`src/logic/dds_pkg.sv`:
```
package dds_pkg;

   //////////////////////////////
   // datapath types
   //////////////////////////////
   typedef logic [31:0] phase_t;     // accumulator and tuning word
   typedef logic [11:0] sample_t;    // two's complement
   typedef logic [31:0] apb_data_t;

   // square wave levels, full scale
   localparam sample_t SQUARE_HI = 12'h7FF;
   localparam sample_t SQUARE_LO = 12'h800;

   typedef enum logic [1:0] {
      wave_square = 2'd0,
      wave_saw    = 2'd1
   } wave_e;

   typedef enum logic [1:0] {
      mod_none = 2'd0,
      mod_ask  = 2'd1,   // on/off keying from the lfsr
      mod_bpsk = 2'd2    // sign flip from the lfsr
   } mod_e;

   //////////////////////////////
   // register map, byte addresses
   //////////////////////////////
   typedef enum logic [7:0] {
      reg_wave      = 8'h00,
      reg_mod       = 8'h04,
      reg_phase_inc = 8'h08,
      reg_keys      = 8'h0C    // read only
   } reg_addr_e;

endpackage

```
`src/logic/kbd_pkg.sv`:
```
package kbd_pkg;

   localparam int KEY_COUNT = 13;

   // id 0 is unused, held set bit i is id i+1
   typedef enum logic [6:0] {
      key_1     = 7'd1,
      key_2     = 7'd2,
      key_3     = 7'd3,
      key_4     = 7'd4,
      key_f1    = 7'd5,
      key_f2    = 7'd6,
      key_n     = 7'd7,
      key_m     = 7'd8,
      key_space = 7'd9,
      key_left  = 7'd10,
      key_right = 7'd11,
      key_up    = 7'd12,
      key_down  = 7'd13
   } kbd_key_e;

   typedef struct packed {
      logic     brk;   // 1 = release, 0 = press
      kbd_key_e key;
   } kbd_event_t;

   typedef logic [KEY_COUNT-1:0] keys_t;

endpackage

```
`src/logic/key_tracker.sv`:
```
`timescale 1ns/1ps

module key_tracker
   import kbd_pkg::*;
(
   input  logic       CLK_25MHZ,
   input  logic       reset_from_key,
   input  logic       kbd_valid,
   input  kbd_event_t kbd_event,
   output keys_t      held_keys
);

   keys_t held_q;
   keys_t hit;     // one-hot match of the event id

   //////////////////////////////
   // id decode
   //////////////////////////////
   // ids outside 1..KEY_COUNT match nothing and fall through
   always_comb
   begin
      hit = '0;
      for (int i = 0; i < KEY_COUNT; i++)
      begin
         if (kbd_event.key == kbd_key_e'(i + 1))
            hit[i] = 1'b1;
      end
   end

   //////////////////////////////
   // held state
   //////////////////////////////
   always_ff @(posedge CLK_25MHZ)
   begin
      if (reset_from_key)
      begin
         held_q <= '0;
      end
      else if (kbd_valid)
      begin
         if (kbd_event.brk)
            held_q <= held_q & ~hit;   // break clears
         else
            held_q <= held_q | hit;    // make sets
      end
   end

   assign held_keys = held_q;

endmodule

```
`src/logic/apb_regs.sv`:
```
`timescale 1ns/1ps

module apb_regs
   import dds_pkg::*;
   import kbd_pkg::*;
#(
   parameter phase_t DEFAULT_PHASE_INC = 32'd258
)
(
   input  logic      CLK_25MHZ,
   input  logic      reset_from_key,
   input  logic [7:0] paddr,
   input  logic      psel,
   input  logic      penable,
   input  logic      pwrite,
   input  apb_data_t pwdata,
   output apb_data_t prdata,
   output logic      pready,
   output logic      pslverr,
   input  keys_t     held_keys,
   output wave_e     wave_sel,
   output mod_e      mod_sel,
   output phase_t    phase_inc
);

   reg_addr_e addr;
   logic      access;     // apb access phase
   logic      mapped;
   logic      wr_en;

   assign addr   = reg_addr_e'(paddr);
   assign access = psel & penable;
   assign pready = 1'b1;   // zero wait states

   always_comb
   begin
      case (addr)
         reg_wave, reg_mod, reg_phase_inc, reg_keys: mapped = 1'b1;
         default:                                    mapped = 1'b0;
      endcase
   end

   // key readback cannot be written
   assign pslverr = access & (~mapped | (pwrite & (addr == reg_keys)));
   assign wr_en   = access & pwrite & ~pslverr;

   //////////////////////////////
   // control registers
   //////////////////////////////
   always_ff @(posedge CLK_25MHZ)
   begin
      if (reset_from_key)
      begin
         wave_sel  <= wave_square;
         mod_sel   <= mod_none;
         phase_inc <= DEFAULT_PHASE_INC;
      end
      else if (wr_en)
      begin
         case (addr)
            reg_wave:      wave_sel  <= wave_e'(pwdata[1:0]);
            reg_mod:       mod_sel   <= mod_e'(pwdata[1:0]);   // 3 kept, acts as none
            reg_phase_inc: phase_inc <= pwdata;
            default:       ;
         endcase
      end
   end

   //////////////////////////////
   // read mux
   //////////////////////////////
   always_comb
   begin
      prdata = '0;
      if (psel && !pwrite)
      begin
         case (addr)
            reg_wave:      prdata = apb_data_t'(wave_sel);
            reg_mod:       prdata = apb_data_t'(mod_sel);
            reg_phase_inc: prdata = phase_inc;
            reg_keys:      prdata = apb_data_t'(held_keys);   // upper bits zero
            default:       prdata = '0;
         endcase
      end
   end

endmodule

```
`src/logic/lfsr_gen.sv`:
```
`timescale 1ns/1ps

module lfsr_gen #(
   parameter int unsigned LFSR_DIV = 8
)
(
   input  logic CLK_25MHZ,
   input  logic reset_from_key,
   output logic lfsr_bit
);

   localparam int CNT_W = (LFSR_DIV > 1) ? $clog2(LFSR_DIV) : 1;

   logic [CNT_W-1:0] div_cnt;
   logic             step;     // one-cycle enable
   logic [4:0]       state;

   assign step = (div_cnt == CNT_W'(LFSR_DIV - 1));

   always_ff @(posedge CLK_25MHZ)
   begin
      if (reset_from_key)
      begin
         div_cnt <= '0;
         state   <= 5'b00001;   // any nonzero seed
      end
      else
      begin
         div_cnt <= step ? '0 : div_cnt + 1'b1;
         if (step)
            state <= {state[0] ^ state[2], state[4:1]};   // x^5 + x^3 + 1, period 31
      end
   end

   assign lfsr_bit = state[0];

endmodule

```
`src/logic/dds_core.sv`:
```
`timescale 1ns/1ps

module dds_core
   import dds_pkg::*;
(
   input  logic    CLK_25MHZ,
   input  logic    reset_from_key,
   input  wave_e   wave_sel,
   input  mod_e    mod_sel,
   input  phase_t  phase_inc,
   input  logic    lfsr_bit,
   output sample_t orig_sample,
   output sample_t mod_sample
);

   phase_t  phase;
   sample_t shaped;      // waveform from the current phase
   sample_t modulated;

   //////////////////////////////
   // phase accumulator
   //////////////////////////////
   always_ff @(posedge CLK_25MHZ)
   begin
      if (reset_from_key)
         phase <= '0;
      else
         phase <= phase + phase_inc;   // wraps mod 2^32
   end

   //////////////////////////////
   // waveform shaping
   //////////////////////////////
   always_comb
   begin
      case (wave_sel)
         wave_saw: shaped = {~phase[31], phase[30:20]};   // offset binary to signed
         default:  shaped = phase[31] ? SQUARE_LO : SQUARE_HI;
      endcase
   end

   // modulation from the lfsr
   always_comb
   begin
      case (mod_sel)
         mod_ask:  modulated = lfsr_bit ? shaped : '0;
         mod_bpsk: modulated = lfsr_bit ? shaped : ~shaped;
         default:  modulated = shaped;   // none, and the unused code 3
      endcase
   end

   //////////////////////////////
   // output registers
   //////////////////////////////
   always_ff @(posedge CLK_25MHZ)
   begin
      if (reset_from_key)
      begin
         orig_sample <= '0;
         mod_sample  <= '0;
      end
      else
      begin
         orig_sample <= shaped;
         mod_sample  <= modulated;
      end
   end

endmodule

```
`src/logic/synth_top.sv`:
```
`timescale 1ns/1ps

module synth_top
   import dds_pkg::*;
   import kbd_pkg::*;
#(
   parameter phase_t      DEFAULT_PHASE_INC = 32'd258,
   parameter int unsigned LFSR_DIV          = 8
)
(
   input  logic       CLK_25MHZ,
   input  logic       reset_from_key,
   // apb slave
   input  logic [7:0] paddr,
   input  logic       psel,
   input  logic       penable,
   input  logic       pwrite,
   input  apb_data_t  pwdata,
   output apb_data_t  prdata,
   output logic       pready,
   output logic       pslverr,
   // decoded keyboard events
   input  logic       kbd_valid,
   input  kbd_event_t kbd_event,
   // synth outputs
   output sample_t    orig_sample,
   output sample_t    mod_sample,
   output logic       lfsr_bit
);

   keys_t  held_keys;
   wave_e  wave_sel;
   mod_e   mod_sel;
   phase_t phase_inc;

   key_tracker key_tracker_i (
      .CLK_25MHZ      (CLK_25MHZ),
      .reset_from_key (reset_from_key),
      .kbd_valid      (kbd_valid),
      .kbd_event      (kbd_event),
      .held_keys      (held_keys)
   );

   apb_regs #(
      .DEFAULT_PHASE_INC (DEFAULT_PHASE_INC)
   ) apb_regs_i (
      .CLK_25MHZ      (CLK_25MHZ),
      .reset_from_key (reset_from_key),
      .paddr          (paddr),
      .psel           (psel),
      .penable        (penable),
      .pwrite         (pwrite),
      .pwdata         (pwdata),
      .prdata         (prdata),
      .pready         (pready),
      .pslverr        (pslverr),
      .held_keys      (held_keys),
      .wave_sel       (wave_sel),
      .mod_sel        (mod_sel),
      .phase_inc      (phase_inc)
   );

   lfsr_gen #(
      .LFSR_DIV (LFSR_DIV)
   ) lfsr_gen_i (
      .CLK_25MHZ      (CLK_25MHZ),
      .reset_from_key (reset_from_key),
      .lfsr_bit       (lfsr_bit)
   );

   dds_core dds_core_i (
      .CLK_25MHZ      (CLK_25MHZ),
      .reset_from_key (reset_from_key),
      .wave_sel       (wave_sel),
      .mod_sel        (mod_sel),
      .phase_inc      (phase_inc),
      .lfsr_bit       (lfsr_bit),
      .orig_sample    (orig_sample),
      .mod_sample     (mod_sample)
   );

endmodule

```
`config.mk`:
```
export PLATFORM = sky130hd
export DESIGN_NAME = synth_top
export DESIGN_NICKNAME = d
export VERILOG_FILES = /design/src/logic/dds_pkg.sv /design/src/logic/kbd_pkg.sv /design/src/logic/key_tracker.sv /design/src/logic/apb_regs.sv /design/src/logic/lfsr_gen.sv /design/src/logic/dds_core.sv /design/src/logic/synth_top.sv
export SDC_FILE = /design/constraint.sdc
export NUM_CORES = 1
export LEC_CHECK = 0
export BUFFER_PORTS_ARGS = -buffer_cell sky130_fd_sc_hd__buf_2
export CAP_MARGIN = 20
export CORE_MARGIN = 5
export CORE_UTILIZATION = 45
export DETAILED_ROUTE_END_ITERATION = 8
export GPL_TIMING_DRIVEN = 0
export PLACE_DENSITY = 0.67
export SYNTH_ARGS = -nofsm -noshare
export SYNTH_HDL_FRONTEND = slang
export SYNTH_SLANG_ARGS = --single-unit
```
`constraint.sdc`:
```
create_clock -name CLK_25MHZ -period 3.1 [get_ports CLK_25MHZ]
set_input_delay 0.465 -clock CLK_25MHZ [delete_from_list [all_inputs] [get_ports CLK_25MHZ]]
set_output_delay 0.465 -clock CLK_25MHZ [all_outputs]
set_load 0.005 [all_outputs]
```
==> summary.md, run 1 <==
| Metric | Value |
|---|---|
| Status | complete, no violations |
| Area Overhead vs Synth | 22.49% |
| Peak supply drop | 0.0002945 V |
| Overflow after GRT | 0 |
| Yosys reg bits | 113 |
| # port buffers | 110 |
| Hold Crit Depth | 3 |
| Final Cell Area | 7427 um2 |
| Top FF cell, synth | dfxtp_1 |
| Core ar. | 13240 um2 |
| Leakage | 3.279 nW |
| Fin crit share | 91.16% |
| CTS tree | built |
| Routed Antenna Nets | 0 |
| Fillers | 1249 |
| Clock Tree Root | clkbuf_16 |
| H-Tree Depth | 4 |
| Yosys warns | 0 |
| Most frequent cells in the layout | buf_2 (114), dfxtp_1 (113), nor2_1 (88) |
| CTS Sinks | 113 |
| Area leader, netlist | dfxtp_1 |
| PwrDens | 485.4 nW/um2 |
| Multi-input gate area | 3500 um2 |
| Via density | 5.366 |
| Max-slew headroom | 56.17% |
| Final-report max-slew violation count | 0 |
| Post-layout total power | 3.605 mW |
| Worst Setup End Kind | register |
| Worst-skew pair later-pin latency | 410 ps |
| Minimum clock period | 2826 ps |
| Largest net degree at the start of global routing | 17 |
| Clk slew on worst S/H paths | 50 ps |
| Diode count | 0 |
| RR Endpoint | dds_core_i.phase[26]$_SDFF_PP0_ |
| R2R depth | 10 |
| First-pass GRT wire length | 26210 um |
| Setup TNS | 0 ps |
| Num ports | 113 |
| Worst reg2reg startpoint | apb_regs_i.phase_inc[0]$_SDFFE_PP0P_ |
| Chip Width | 126.1 um |
| Top cell type's share of synthesized area | 37.31% |
| DRC | 0 |
| Worst clock skew | 9.353 ps |
| Top cells by area, synth | dfxtp_1 (37%), ha_1 (9.7%), a21oi_1 (5.9%) |
| Commonest non-fill, non-tap cell in the layout | buf_2 |
| Synth unique cells | 59 |
| Crit path required time | 3390 ps |
| Actual slew at the worst max-slew pin | 651.4 ps |
| Vias in the first global route | 5345 |
| Starting Density | 45.79% |
| Seq. cell area | 2262 um2 |
| Post-synth EDFFs | 0 |
| Wirelength per Cell | 15.63 um |
| Layout cells sized above 1 | 19.42% |
| Cell Area, Synth | 6063 um2 |
| Hold Crit Class | in2reg |
| Total CTS buffers | 17 |
| Gates resized, CTS repair | 0 |
| Fin nets | 950 |
| GRT Overall Usage | 20.28% |
| Placed cell count | 1006 |
| # Post-CTS Setup Buffers | 0 |
| Die height | 126.1 um |
| CP Max Fanout | 5 |
| Max cap viols | 0 |
| Seq/Total Area, Yosys | 37.31% |
| Placed Instance Area | 6834 um2 |
| CTS Hold Bufs | 0 |
| Finish-stage setup viols | 0 |
| Detailed placer's ending HPWL | 12560 um |
| First-pass DRT Iterations | 7 |
| WL final | 16190 um |
| Asr flop ratio synth | 0% |
| Worst Hold End | apb_regs_i.phase_inc[10]$_SDFFE_PP0P_ |
| Endpoints failing hold | 0 |
| Hold_ws | 287.1 ps |
| Die area | 15890 um2 |
| Rows | 42 |
| Reg-to-reg setup timing slack | 270 ps |
| RSZ-0062 raised after global routing | no |
| Clock Tree Buf Depth | 2 |
| Syn Area/Cell | 8.421 um2 |
| Synth Net Count | 822 |
| Critical Path AT | 3120 ps |
| Achievable Freq | 353.8 MHz |
| Final Wtd Congestion | 0.9280 |
| Initial DRC count | 310 |
| Crit path launch type | register |
| Hold path start | pwdata[10] |
| Final cell count without fillers | 1036 |
| Number of cells produced by synthesis | 720 |
| Vias | 5559 |
| Initial antenna violation count | 0 |
| Critical path class | reg2reg |
## final cells by class
type                       instances  share of cell area [%]
multi-input combinational        534                   47.12
timing repair buffer             110                   7.412
inverter                          33                   1.668
clock buffer                      17                   5.728
buffer                            39                   2.409
tap                              176                   2.965
sequential                       113                   30.46
clock inverter                    14                   2.241
## kinds of logic (layout without fill, tap and decap cells)
group	after synthesis	in the layout	synth area share [%]
AND/OR/NAND/NOR	256	256	19.71
flip-flops	113	113	37.31
AO/OA/AOI/OAI	187	187	21.05
other	1	1	0.06185
multiplexers	13	13	2.600
XOR/XNOR	29	29	4.189
buffers and inverters	73	213	5.056
adder cells (fa/ha/maj)	48	48	10.03
## metal layers
| metal | vias up | track usage (%) | share of wire [%] |
|---|---|---|---|
| met5 | - | 0 | 0 |
| met2 | 148 | 33.74 | 48 |
| met4 | 0 | 8.644 | 3.0 |
| met3 | 35 | 4.996 | 5.0 |
| met1 | 2590 | 25.01 | 44 |
| li1 | 2786 | - | - |
## how the worst max path moves through the flow
stage | from | to | slack, ps | cells after the start
floorplan | apb_regs_i.phase_inc[0]$_SDFFE_PP0P_ | dds_core_i.phase[26]$_SDFF_PP0_ | 560 | 10
global placement | paddr[5] | prdata[22] | 90 | 9
detailed placement | paddr[5] | prdata[30] | 5 | 9
CTS | paddr[5] | prdata[30] | 5 | 9
global route | apb_regs_i.phase_inc[0]$_SDFFE_PP0P_ | dds_core_i.phase[26]$_SDFF_PP0_ | 110 | 10
finish | apb_regs_i.phase_inc[0]$_SDFFE_PP0P_ | dds_core_i.phase[26]$_SDFF_PP0_ | 270 | 10
## synthesized netlist by cell type (2+ instances only)
cell type,number
a221oi_2,2
and4_1,2
xor2_1,14
a21oi_1,71
a21o_2,2
mux4_2,2
buf_2,4
ha_1,47
a22oi_1,12
nor2b_1,14
mux2_1,2
mux2i_1,9
dfxtp_1,113
a21o_1,23
nor2_1,88
inv_1,33
a221oi_1,12
nand2_1,81
o21ai_0,7
and2_1,21
buf_4,2
nand3b_1,3
nand3_1,10
nor3_1,9
xnor2_1,15
and3_1,6
o211ai_1,4
nor3b_1,4
o21ai_2,2
a31oi_1,5
nor4_1,3
o21ai_1,4
clkbuf_2,2
nand4_1,7
o21bai_1,6
a211oi_1,23
clkbuf_1,30
nand2b_1,3
o31ai_1,3
## report_power, final
group | total [mW] | internal, mW | switching (mW)
Combinational | 0.168 | 0.0724 | 0.0956
Sequential | 1.49 | 1.48 | 0.00839
Clock | 1.95 | 1.25 | 0.695
Total | 3.61 | 2.81 | 0.799
## per-stage QoR
| stage | setup WS (ps) | util, % |
|---|---|---|
| global route | 111.5 | 56.08 |
| finish | 273.9 | 56.08 |
| global placement | 85.66 | 51.61 |
| detailed placement | 4.519 | 51.61 |
| floorplan | 559.1 | - |
| CTS | 4.878 | 56.08 |
## critical path: stages (launching register included)
cell and delay, ps:
dfxtp_1 340, ha_1 250, fa_1 410, a21o_1 220, a221oi_2 320, o21a_4 230, o21ai_4 90, a21oi_1 190
o21ai_2 110, a31oi_1 200, mux2_1 350
(Power assumes the default switching activity.)
==> run 2: changes to the inputs <==
Settings changed: PLACE_DENSITY 0.67 to 0.66, SYNTH_HIERARCHICAL set to 1.
==> summary.md, run 2 <==
| Metric | Value |
|---|---|
| Status | complete, no violations (unchanged) |
| Worst clock skew | 9.424 ps (was 9.353 ps) |
| Clock Tree Buf Depth | 2 (unchanged) |
| # Post-CTS Setup Buffers | 0 (unchanged) |
| Gates resized, CTS repair | 0 (unchanged) |
| Num ports | 113 (unchanged) |
| Detailed placer's ending HPWL | 13530 um (was 12560 um) |
| Fin crit share | 96.63% (was 91.16%) |
| Largest net degree at the start of global routing | 17 (unchanged) |
| Placed Instance Area | 7521 um2 (was 6834 um2) |
| Top cells by area, synth | dfxtp_1 (34%), ha_1 (8.7%), mux2i_1 (8.5%) (was dfxtp_1 (37%), ha_1 (9.7%), a21oi_1 (5.9%)) |
| Area leader, netlist | dfxtp_1 (unchanged) |
| CP delay by family, top | simple AND/OR/NAND/NOR gates (was compound AO/OA/AOI/OAI gates) |
| Highest cell delay on the worst timing path | 720 ps (was 410 ps) |
| Vias in the first global route | 5612 (was 5345) |
| Final-report max-slew violation count | 0 (unchanged) |
| Finish-stage setup viols | 0 (unchanged) |
| Top cell type's share of synthesized area | 33.54% (was 37.31%) |
| CTS Sinks | 113 (unchanged) |
| Worst path bufs/invs | 3 (was 0) |
| # port buffers | 109 (was 110) |
| CTS tree | built (unchanged) |
| Routed Antenna Nets | 0 (unchanged) |
| Cell mode on critical path | buf_2 |
| Placement Setup Slack | 97.61 ps (was 4.519 ps) |
| Cell Area, Synth | 6745 um2 (was 6063 um2) |
| WL final | 17590 um (was 16190 um) |
| Seq/Total Area, Yosys | 33.54% (was 37.31%) |
| Achievable Freq | 333.8 MHz (was 353.8 MHz) |
| Leakage | 3.416 nW (was 3.279 nW) |
| Area Overhead vs Synth | 19.83% (was 22.49%) |
| Via density | 5.381 (was 5.366) |
| Critical path, cell by cell | buf_2 -> or4_4 -> nor4b_4 -> clkbuf_1 -> and2_1 -> buf_2 (was ha_1 -> fa_1 -> a21o_1 -> a221oi_2 -> o21a_4 -> o21ai_4 -> a21oi_1 -> o21ai_2 -> a31oi_1 -> mux2_1) |
| Initial antenna violation count | 0 (unchanged) |
| Fin nets | 988 (was 950) |
| Rows | 44 (was 42) |
| GRT Overall Usage | 20.36% (was 20.28%) |
| Wirelength per Cell | 16.27 um (was 15.63 um) |
| First-pass GRT wire length | 28820 um (was 26210 um) |
| R2R depth | 9 (was 10) |
| First-pass DRT Iterations | 5 (was 7) |
| Final Cell Area | 8083 um2 (was 7427 um2) |
| Max cap viols | 0 (unchanged) |
| Total CTS buffers | 17 (unchanged) |
| Hold Crit Class | in2reg (unchanged) |
| Crit-path slowest cell | nor4b_4 (was fa_1) |
| Max-slew headroom | 44.65% (was 56.17%) |
| DRC | 0 (unchanged) |
| Endpoints failing hold | 0 (unchanged) |
| Minimum clock period | 2995 ps (was 2826 ps) |
| Actual slew at the worst max-slew pin | 826.7 ps (was 651.4 ps) |
| CP Max Fanout | 11 (was 5) |
| Die height | 132.4 um (was 126.1 um) |
| Crit path depth | 6 (was 10) |
| CTS Hold Bufs | 0 (unchanged) |
| H-Tree Depth | 4 (unchanged) |
| Synth Net Count | 860 (was 822) |
| Vias | 5817 (was 5559) |
| Overflow after GRT | 0 (unchanged) |
| Crit path launch type | primary input (was register) |
| Syn Area/Cell | 8.899 um2 (was 8.421 um2) |
| Hold Crit Depth | 3 (unchanged) |
| Critical path class | in2out (was reg2reg) |
| Post-route setup slack | 104.5 ps (was 273.9 ps) |
| Top FF cell, synth | dfxtp_1 (unchanged) |
| Peak supply drop | 0.0003780 V (was 0.0002945 V) |
| Number of cells produced by synthesis | 758 (was 720) |
| PwrDens | 442.5 nW/um2 (was 485.4 nW/um2) |
| Die area | 17540 um2 (was 15890 um2) |
| Most common library cells after synthesis | dfxtp_1 (113), nor2_1 (82), mux2i_1 (57) (was dfxtp_1 (113), nor2_1 (88), nand2_1 (81)) |
| Hold_ws | 306.4 ps (was 287.1 ps) |
| Most frequent cells in the layout | buf_2 (113), dfxtp_1 (113), nor2_1 (82) (was buf_2 (114), dfxtp_1 (113), nor2_1 (88)) |
| Final core occ | 55.19% (was 56.08%) |
| Final Wtd Congestion | 0.8735 (was 0.9280) |
| Yosys reg bits | 113 (unchanged) |
| Critical Path AT | 2530 ps (was 3120 ps) |
| RSZ-0062 raised after global routing | no (unchanged) |
| Core ar. | 14640 um2 (was 13240 um2) |
| Post-synth EDFFs | 0 (unchanged) |
| Clk slew on worst S/H paths | 50 ps (about the same) |
| Synth unique cells | 68 (was 59) |
| Starting Density | 46.06% (was 45.79%) |
| Worst-skew pair later-pin latency | 410 ps (about the same) |
| Yosys warns | 6 (was 0) |
| Crit path required time | 2630 ps (was 3390 ps) |
| Initial DRC count | 330 (was 310) |
| Setup TNS | 0 ps (unchanged) |
| Clock Tree Root | clkbuf_16 (unchanged) |
| Chip Width | 132.4 um (was 126.1 um) |
| Worst Setup End Kind | output port (was register) |
| Asr flop ratio synth | 0% (unchanged) |
| Layout cells sized above 1 | 19.53% (was 19.42%) |
| Most common cell in the synthesized netlist | dfxtp_1 (unchanged) |
==> run 2: changes by cell type after synthesis, moves of 12 or more <==
cell      change
mux2i_1      +48
nand4_1      +12
or2b_1       +28
a21o_1       -16
a21oi_1      -22
a22oi_1      -12
nand2_1      -52
nand2b_1     +43
==> run 2: through the flow <==
stage	instances	power, mW
after floorplan	758	1.644
after global placement	1051	1.738
after detailed placement	1051	1.740
after CTS	1080	3.613
after global routing	1080	3.706
final	1081	3.576
==> run 2: layer usage <==
metal	GRT usage [%]	wire, um	up-vias
met4	6.755	334	0
li1	-	-	2946
met5	0	0	-
met2	33.10	8185	156
met1	26.66	8117	2691
met3	4.860	956	24
==> run 2: logic make-up (layout without fill, tap and decap cells) <==
kind of cell	count (synthesis)	in the layout	synth area share, %
simple gates	291	291	24.54
compound gates	147	147	15.12
flops	113	113	33.54
buf+inv	71	209	4.656
mux	66	66	10.35
fa+ha+maj	48	48	9.015
xor+xnor	21	21	2.727
other cells	1	2	0.05559
==> run 2: cell type report <==
type,instances,area (um2)
buffer,40,197.7
fill,1417,6561
multi-input combinational,574,4169
inverter,31,116.4
timing repair buffer,109,545.5
clock inverter,7,85.08
tap,184,230.2
sequential,113,2262
clock buffer,22,474.2
antenna,1,2.502
==> run 2: path summary, 6_finish.rpt <==
check,start,end,slack (ps)
setup / recovery,paddr[5],prdata[28],100
hold / removal,pwdata[21],apb_regs_i/phase_inc[21]$_SDFFE_PP0P_,310
setup reg to reg,apb_regs_i/phase_inc[0]$_SDFFE_PP0P_,dds_core_i/phase[30]$_SDFF_PP0_,220
hold reg to reg,lfsr_gen_i/div_cnt[0]$_SDFF_PP0_,lfsr_gen_i/div_cnt[0]$_SDFF_PP0_,440
==> run 2: worst register-to-register path, stage by stage (launching register included) <==
cell,delay [ps]
dfxtp_1,330
ha_1,230
fa_1,430
a211oi_2,270
o21bai_1,130
a21oi_2,290
o21ai_2,140
a31o_4,290
a41oi_1,310
mux2_1,350
==> run 2: where the power goes <==
group / internal, mW / leakage, nW / total [mW] / switching, mW
combinational: 0.0968 / 2.21 / 0.219 / 0.123
sequential: 1.48 / 0.920 / 1.49 / 0.00849
clock: 1.22 / 0.281 / 1.87 / 0.644
total: 2.80 / 3.42 / 3.58 / 0.775
